--- src/exec_pkg.sv ---
package exec_pkg;

    // alu operation codes, numbered as in the alu table
    typedef enum logic [4:0] {
        op_add        = 5'd0,
        op_sub        = 5'd1,
        op_sll        = 5'd2,
        op_slt        = 5'd3,
        op_sltu       = 5'd4,
        op_xor        = 5'd5,
        op_srl        = 5'd6,
        op_sra        = 5'd7,
        op_or         = 5'd8,
        op_and        = 5'd9,
        // compares only set the condition flag
        op_beq        = 5'd10,
        op_bne        = 5'd11,
        op_blt        = 5'd12,
        op_bge        = 5'd13,
        op_bltu       = 5'd14,
        op_bgeu       = 5'd15,
        // lui passes in2 through
        op_lui        = 5'd16,
        op_mul        = 5'd17,
        op_mulh       = 5'd18,
        op_mulhsu     = 5'd19,
        op_mulhu      = 5'd20,
        // counter reads
        op_rdinstreth = 5'd21,
        op_rdinstret  = 5'd22,
        op_rdcycleh   = 5'd23,
        op_rdcycle    = 5'd24
    } alu_op_e;

    // one decoded operation as it sits in the fifo
    typedef struct packed {
        alu_op_e     op;
        logic [31:0] in1;
        logic [31:0] in2;
        // zero for branches
        logic [4:0]  rd;
    } exec_op_t;

    // execute result, taken is the alu zero flag
    typedef struct packed {
        logic [4:0]  rd;
        logic [31:0] value;
        logic        taken;
    } exec_result_t;

    // user-level counter csr addresses
    localparam logic [11:0] csr_cycle    = 12'hC00;
    localparam logic [11:0] csr_cycleh   = 12'hC80;
    localparam logic [11:0] csr_instret  = 12'hC02;
    localparam logic [11:0] csr_instreth = 12'hC82;

endpackage

--- src/op_fifo.sv ---
`timescale 1ns/100ps

module op_fifo #(
    parameter int FIFO_DEPTH = 4
) (
    input  logic                clk,
    input  logic                rst_n,
    input  logic                push,
    input  exec_pkg::exec_op_t  push_op,
    input  logic                pop,
    output exec_pkg::exec_op_t  head,
    output logic                full,
    output logic                empty
);

    localparam int AW = $clog2(FIFO_DEPTH);

    exec_pkg::exec_op_t mem [FIFO_DEPTH];

    // extra msb is the wrap bit
    logic [AW:0] wr_ptr;
    logic [AW:0] rd_ptr;
    logic        do_push;
    logic        do_pop;

    assign full  = (wr_ptr[AW] != rd_ptr[AW]) && (wr_ptr[AW-1:0] == rd_ptr[AW-1:0]);
    assign empty = (wr_ptr == rd_ptr);
    assign head  = mem[rd_ptr[AW-1:0]];

    // drop pushes when full
    assign do_push = push & ~full;
    assign do_pop  = pop & ~empty;

    always_ff @(posedge clk) begin
        if (do_push) begin
            mem[wr_ptr[AW-1:0]] <= push_op;
        end
    end

    always_ff @(posedge clk) begin
        if (!rst_n) begin
            wr_ptr <= '0;
            rd_ptr <= '0;
        end else begin
            if (do_push) begin
                wr_ptr <= wr_ptr + 1'b1;
            end
            if (do_pop) begin
                rd_ptr <= rd_ptr + 1'b1;
            end
        end
    end

endmodule

--- config.mk ---
export PLATFORM = sky130hd
export DESIGN_NAME = op_fifo
export DESIGN_NICKNAME = d
export VERILOG_FILES = /design/src/exec_pkg.sv /design/src/op_fifo.sv
export SDC_FILE = /design/constraint.sdc
export NUM_CORES = 1
export LEC_CHECK = 0
export BUFFER_PORTS_ARGS = -buffer_cell sky130_fd_sc_hd__clkbuf_2
export CAP_MARGIN = 20
export CORE_MARGIN = 2
export CORE_UTILIZATION = 61
export DETAILED_ROUTE_END_ITERATION = 10
export PLACE_DENSITY = 0.87
export SLEW_MARGIN = 15
export SYNTH_ARGS = -nofsm -noshare
export SYNTH_HDL_FRONTEND = slang
export SYNTH_SLANG_ARGS = --single-unit
--- constraint.sdc ---
create_clock -name clk -period 12.2 [get_ports clk]
set_clock_uncertainty 0.1 [all_clocks]
set_input_delay 0.61 -clock clk [delete_from_list [all_inputs] [get_ports clk]]
set_output_delay 0.61 -clock clk [all_outputs]
set_load 0.01 [all_outputs]
==> flow_summary.ini, run 1 <==
[timing]
final.setup.tns_ns = 0
rsz0062_at_grt = no
slew_violations = 0
period_share_pct = 28.1
fin_crit_ns = 3.43
fmax_ghz = 0.291
worst_slew_pin_slew_ns = 1.10
finalSetupViolations = 0
hold_viol = 0
max_slew_margin_pct = 26.3

[placed_design]
placed_area_sq_um = 12200
routabilityCongestion = 0.820
numPortBuffers = 153
dpl.hpwl_um = 11600

[logic_synthesis]
synth_seq_cells = 304
syn_nets = 537
yosys_warnings = 0
avgSynthCellArea_sq_um = 24.7
yosysSeqAreaShare_pct = 80.8
syn-cell-area_sq_um = 11200
synth_cells = 454
synth_cell_type_count = 30

[critical_path]
cp_cell_sequence = buf_4, buf_16, mux4_2, clkbuf_2
critPathBufInv = 3
path_delay_family = buffers and inverters
cpPeakStageDelay_ns = 0.65
cpMaxStageDelayCell = dfxtp_4
cp-end-kind = primary output
worstSetupPathType = reg2out
r2r_cells = 4
crit_path_start_kind = flip-flop
cp.depth = 4
cp_max_fo = 35
crit_required_ns = 11.49
cp.arrival_ns = 2.72

[cts]
cts_buffer_depth = 3
cts_tree = done
cts_max_level = 1
post_cts_buffers = 0
cts_root_buf = clkbuf_16
hold_buffers = 0
cts.clk_slew.worst_paths_ns = 0.06
clk_latency_ns = 0.53
cts_made_buffers = 29
cts-resized-gates = 0
cts.sinks = 304

[pwr]
p_per_area_nw_per_um2 = 220
ir_drop_uv = 165
p_leak_nw = 4.50

[grt]
overflow = 0
grt_usage_pct = 20.9
grt_pass1_wl_um = 31100
antenna_found_initial = 0
grt_pass1_vias = 5464
grt_max_degree = 75

[final_layout]
layout-drive-gt1-share_pct = 43.5
layout_common_cells = 296 x edfxtp_1, 153 x clkbuf_2, 74 x mux4_2, 29 x clkbuf_16, 7 x clkbuf_1
final_common_cell = edfxtp_1
fin_nets = 709
antenna_cells = 0
syn2layout_area_growth_pct = 18.3
final_cell_area_sq_um = 13300

[floorplan]
die_w_um = 140
core_sq_um = 18000
die_h_um = 140
die-area_sq_um = 19500
fp-row-count = 49
initial_core_util_pct = 62.4
io_pins = 154

[route]
vias = 5234
wirelength_um = 20500
wl_per_cell_um = 23.4
vias_per_cell = 5.97
initialDrtViolationCount = 345
firstDrtPassIters = 4
antenna_left = 0
drc_errors = 0

[min_path]
hp-class = in2reg
hold_depth = 1

[status]
status = complete, no violations

[flow_run]
cap_violations = 0
-- per-layer routing --
| metal | track usage, % | share of wire, % | vias up |
|---|---|---|---|
| met4 | 3.99 | 1.1 | 0 |
| met2 | 35.9 | 52 | 208 |
| li1 | - | - | 2296 |
| met1 | 28.4 | 40 | 2706 |
| met3 | 4.85 | 7.4 | 24 |
| met5 | 0 | 0 | - |
-- worst register-to-register path, delay by kind of cell, from the launching register on --
kind	cells	cell delay [ns]
buf+inv	1	0.81
xor+xnor	1	0.51
flops	1	0.47
simple gates	2	0.34
-- final timing paths --
path                from         end  slack (ns)
max            flip-flop    head[73]        8.77
min          push_op[29]  mem[0][29]        0.19
max reg2reg    wr_ptr[0]  mem[3][39]        9.49
min reg2reg    wr_ptr[2]   wr_ptr[2]        0.48
-- state kept, by name, indices dropped and copies added (netlist names), named ones only --
register,count
mem,296
rd_ptr,3
wr_ptr,3
-- cell usage after synthesis --
| cell | count | area share, % |
|---|---|---|
| xor2_1 | 3 | 0.23 |
| buf_2 | 8 | 0.36 |
| a41oi_1 | 2 | 0.16 |
| a211o_1 | 4 | 0.31 |
| a31oi_1 | 2 | 0.11 |
| o211ai_1 | 2 | 0.13 |
| and2_1 | 4 | 0.22 |
| mux4_2 | 74 | 15 |
| nand4_1 | 2 | 0.11 |
| nand3b_1 | 4 | 0.27 |
| buf_1 | 6 | 0.20 |
| buf_6 | 1 | 0.10 |
| nor2_1 | 2 | 0.067 |
| or4_1 | 1 | 0.067 |
| a211oi_1 | 1 | 0.067 |
| xnor2_1 | 3 | 0.23 |
| dfxtp_1 | 8 | 1.4 |
| inv_1 | 5 | 0.17 |
| ha_1 | 5 | 0.56 |
| and3_1 | 1 | 0.056 |
| o31a_1 | 1 | 0.078 |
| clkbuf_1 | 1 | 0.033 |
| edfxtp_1 | 296 | 79 |
| nand3_1 | 3 | 0.13 |
| clkbuf_4 | 1 | 0.067 |
| buf_4 | 1 | 0.067 |
| o21ai_0 | 4 | 0.18 |
| nand2_1 | 3 | 0.10 |
| a21oi_1 | 2 | 0.089 |
| nor3_1 | 4 | 0.18 |
-- stage by stage --
stage | util (%) | hold slack, ns | power, mW | worst slack (ns) | std cells
5_1_grt | 73.8 | 0.181 | 3.04 | 8.57 | 877
2_1_floorplan | - | 0.401 | 1.80 | 7.51 | 454
3_5_place_dp | 67.9 | 0.460 | 2.05 | 9.02 | 820
4_1_cts | 73.3 | 0.177 | 2.93 | 8.46 | 873
3_3_place_gp | 67.9 | 0.415 | 2.02 | 9.05 | 820
6_report | 73.8 | 0.192 | 2.92 | 8.77 | 877
-- kinds of logic (layout without fill, tap and decap cells) --
logic type	count (synthesis)	count (layout)	synth area share, %
compound gates	18	18	1.13
xor+xnor	6	6	0.469
fa+ha+maj	5	5	0.558
buf+inv	23	217	0.994
flops	304	304	80.8
mux	74	74	14.9
simple gates	24	24	1.21
-- cell type report --
| class | count | area, sq um |
|---|---|---|
| Clock buffer | 41 | 821 |
| Clock inverter | 12 | 140 |
| Fill cell | 979 | 4710 |
| Inverter | 5 | 18.8 |
| Multi-Input combinational cell | 127 | 2060 |
| Sequential cell | 304 | 9060 |
| Tap cell | 229 | 287 |
| Timing Repair Buffer | 159 | 876 |
-- power by group --
| part | switching [mW] | internal [mW] | total, mW |
|---|---|---|---|
| Clock | 0.355 | 0.530 | 0.885 |
| Sequential | 0.0816 | 1.33 | 1.41 |
| Combinational | 0.337 | 0.292 | 0.628 |
| Total | 0.773 | 2.15 | 2.92 |
Note: power is estimated with default switching activity, not from simulation.
==> inputs of run 2 (changes only) <==
--- a/config.mk
+++ b/config.mk
@@ -5,12 +5,13 @@
 export SDC_FILE = /design/constraint.sdc
 export NUM_CORES = 1
 export LEC_CHECK = 0
+export ABC_AREA = 1
 export BUFFER_PORTS_ARGS = -buffer_cell sky130_fd_sc_hd__clkbuf_2
 export CAP_MARGIN = 20
 export CORE_MARGIN = 2
-export CORE_UTILIZATION = 61
+export CORE_UTILIZATION = 57
 export DETAILED_ROUTE_END_ITERATION = 10
-export PLACE_DENSITY = 0.87
+export PLACE_DENSITY = 0.82
 export SLEW_MARGIN = 15
 export SYNTH_ARGS = -nofsm -noshare
 export SYNTH_HDL_FRONTEND = slang
==> constraint.sdc (replaced) <==
create_clock -name clk -period 3.35 [get_ports clk]
set_clock_uncertainty 0.1 [all_clocks]
set_input_delay 0.1675 -clock clk [delete_from_list [all_inputs] [get_ports clk]]
set_output_delay 0.1675 -clock clk [all_outputs]
set_load 0.01 [all_outputs]
==> run 2 against run 1 <==
Effect of this change:
- flip-flop and latch count did not move
- combinational power rose by 120%
- first-iteration DRC count rose by 55%
- global-route usage rose by 2.3 points
- die area rose by 9.0%
- sequential power rose to 3.1 times the previous value
- wire length rose by 21%
- non-clock buffer count rose by 89
- critical path type unchanged
- critical endpoint is now head[41]
- highest routed layer unchanged
==> flow_summary.ini, run 2 <==
[route]
vias = 7397
antenna_left = 0
drc_errors = 0
firstDrtPassIters = 5
vias_per_cell = 5.66
wirelength_um = 24900
initialDrtViolationCount = 536
wl_per_cell_um = 19.0

[logic_synthesis]
yosys_warnings = 0
async_flop_share_pct = 0
yosysSeqAreaShare_pct = 79.1
synth_xor_area_share_pct = 0
syn_nets = 874
synth_edf_count = 296
synth_compound_area_share_pct = 10.8
synth_cells = 791
synthMuxAreaShare_pct = 0
synth_top_area_cell = edfxtp_1
synthFlopType = edfxtp_1
synth_top_cell_area_share_pct = 77.7
syn-cell-area_sq_um = 11400
ys_top_cells_by_count = 296 x edfxtp_1, 158 x nor2_1, 94 x o21ai_0
synth_fa_ha_area_share_pct = 0.547
synth_top_family_by_area = compound AO/OA/AOI/OAI gates
synth_cell_type_count = 18
synth_seq_cells = 304
avgSynthCellArea_sq_um = 14.5
yosysMostFrequentCell = edfxtp_1
synth-simple-area-share_pct = 6.30
synth_area_leaders = edfxtp_1 78%, nor2_1 5.2%, o21ai_0 4.1%

[cts]
cts-resized-gates = 0
cts_max_level = 1
hold_buffers = 79
cts_root_buf = clkbuf_16
cts_made_buffers = 28
cts_buffer_depth = 3
cts_tree = done
cts.clk_slew.worst_paths_ns = 0.06
post_cts_buffers = 0
clk_latency_ns = 0.52
cts.sinks = 304

[floorplan]
die_w_um = 146
fp-row-count = 51
die_h_um = 146
die-area_sq_um = 21200
initial_core_util_pct = 58.4
core_sq_um = 19600
io_pins = 154

[pwr]
comb_power_share_pct = 15.6
switching_share_pct = 25.6
ir_drop_uv = 540
p_per_area_nw_per_um2 = 620
switchingPower_mw = 2.23
p_clk_share_pct = 33.8
p_int_mw = 6.48
power_mw = 8.71
p_seq_share_pct = 50.6
p_leak_nw = 5.06

[grt]
overflow = 0
antenna_found_initial = 1
grt_max_degree = 149
grt_usage_pct = 23.2
top_usage_layer = met2
use_met2_pct = 39.8
grt_pass1_vias = 7562
grt_pass1_wl_um = 39200
use_met3_pct = 3.57
met1_usage_pct = 31.1

[final_layout]
final_common_cell = edfxtp_1
fin_util_pct = 71.7
largest_reg_flops = 296
layout_common_cells = 296 x edfxtp_1, 155 x nor2_1, 153 x clkbuf_2, 94 x o21ai_0, 79 x dlygate4sd3_1
finalNonFillerCells = 1308
layout-drive-gt1-share_pct = 20.5
fin_nets = 1104
syn2layout_area_growth_pct = 22.8

[status]
status = complete, no violations

[critical_path]
r2r-start = wr_ptr[0]
crit_required_ns = 3.08
worstSetupPathType = reg2out
cp-end-kind = primary output
cpMaxStageDelayCell = buf_4
cp_max_fo = 74
cpPeakStageDelay_ns = 0.64
r2r_end = rd_ptr[2]
crit_path_start_kind = flip-flop
cp.arrival_ns = 2.37
r2r_cells = 9
cp_cell_sequence = buf_4, o21ai_0, o22ai_1, clkbuf_2
r2r_slack_ns = 0.93

[timing]
finalSetupViolations = 0
fin_crit_ns = 2.64
max_slew_margin_pct = 45.8
fmax_ghz = 0.379
slew_violations = 0
hold_viol = 0
period_share_pct = 78.7
worst_slew_pin_slew_ns = 0.813
rsz0062_at_grt = no

[placed_design]
routabilityCongestion = 0.744
dp.cells = 1177
numPortBuffers = 153
dpl.hpwl_um = 13000

[min_path]
hp-class = in2reg
hold_path_startpoint = push_op[33]
min_to = mem[2][33]
hold_depth = 2

[flow_run]
cap_violations = 0
-- run 2: kinds of logic after synthesis --
kind of cell / count (synthesis)
DFF: 304
adders and majority gates: 5
AOI/OAI and AO/OA: 228
and+or+nand+nor: 188
buffers and inverters: 66
-- run 2: worst max path at each step --
stage | to | slack, ns | cells after the start | startpoint
after floorplan | mem[0][0] | -1.17 | 6 | wr_ptr[0]
after global placement | mem[0][52] | 1.20 | 7 | wr_ptr[0]
after detailed placement | mem[0][52] | 1.11 | 7 | wr_ptr[0]
after CTS | head[19] | 0.87 | 4 | flip-flop
after global routing | head[41] | 0.63 | 4 | flip-flop
final | head[41] | 0.71 | 4 | flip-flop
-- run 2: layout make-up --
class	count	area, sq um
Timing Repair Buffer	248	1700
Clock buffer	35	748
Multi-Input combinational cell	421	2040
Tap cell	265	332
Sequential cell	304	9050
Antenna cell	1	2.50
Fill cell	1224	5550
Inverter	18	71.3
Clock inverter	16	93.8
-- run 2: power groups by stage --
stage / sequential, mW / combinational [mW] / clock, mW
global placement: 4.48 / 1.23 / 0
global route: 4.42 / 1.48 / 3.13
detailed placement: 4.49 / 1.27 / 0
CTS: 4.41 / 1.35 / 2.96
floorplan: 4.50 / 0.770 / 0
finish: 4.41 / 1.36 / 2.94
-- run 2: stage by stage --
stage	TNS, ns	instance area (sq um)	setup WS (ns)	hold WS (ns)
floorplan	-259.72	11400	-1.17	0.166
global placement	0	12400	1.20	0.284
detailed placement	0	12400	1.11	0.286
CTS	0	14000	0.870	0.288
global route	0	14000	0.627	0.292
finish	0	14000	0.713	0.296
-- run 2: worst max-delay path: cells and delay by family, from the launching register on --
kind	cells	cell delay, ns
flops	1	0.34
buf+inv	2	0.85
compound gates	2	0.64
-- run 2: layer usage --
metal / part of all wire [%] / vias to the layer above
li1: - / 3426
met1: 40 / 3588
met2: 50 / 334
met3: 7.2 / 49
met4: 2.3 / 0
met5: 0 / -
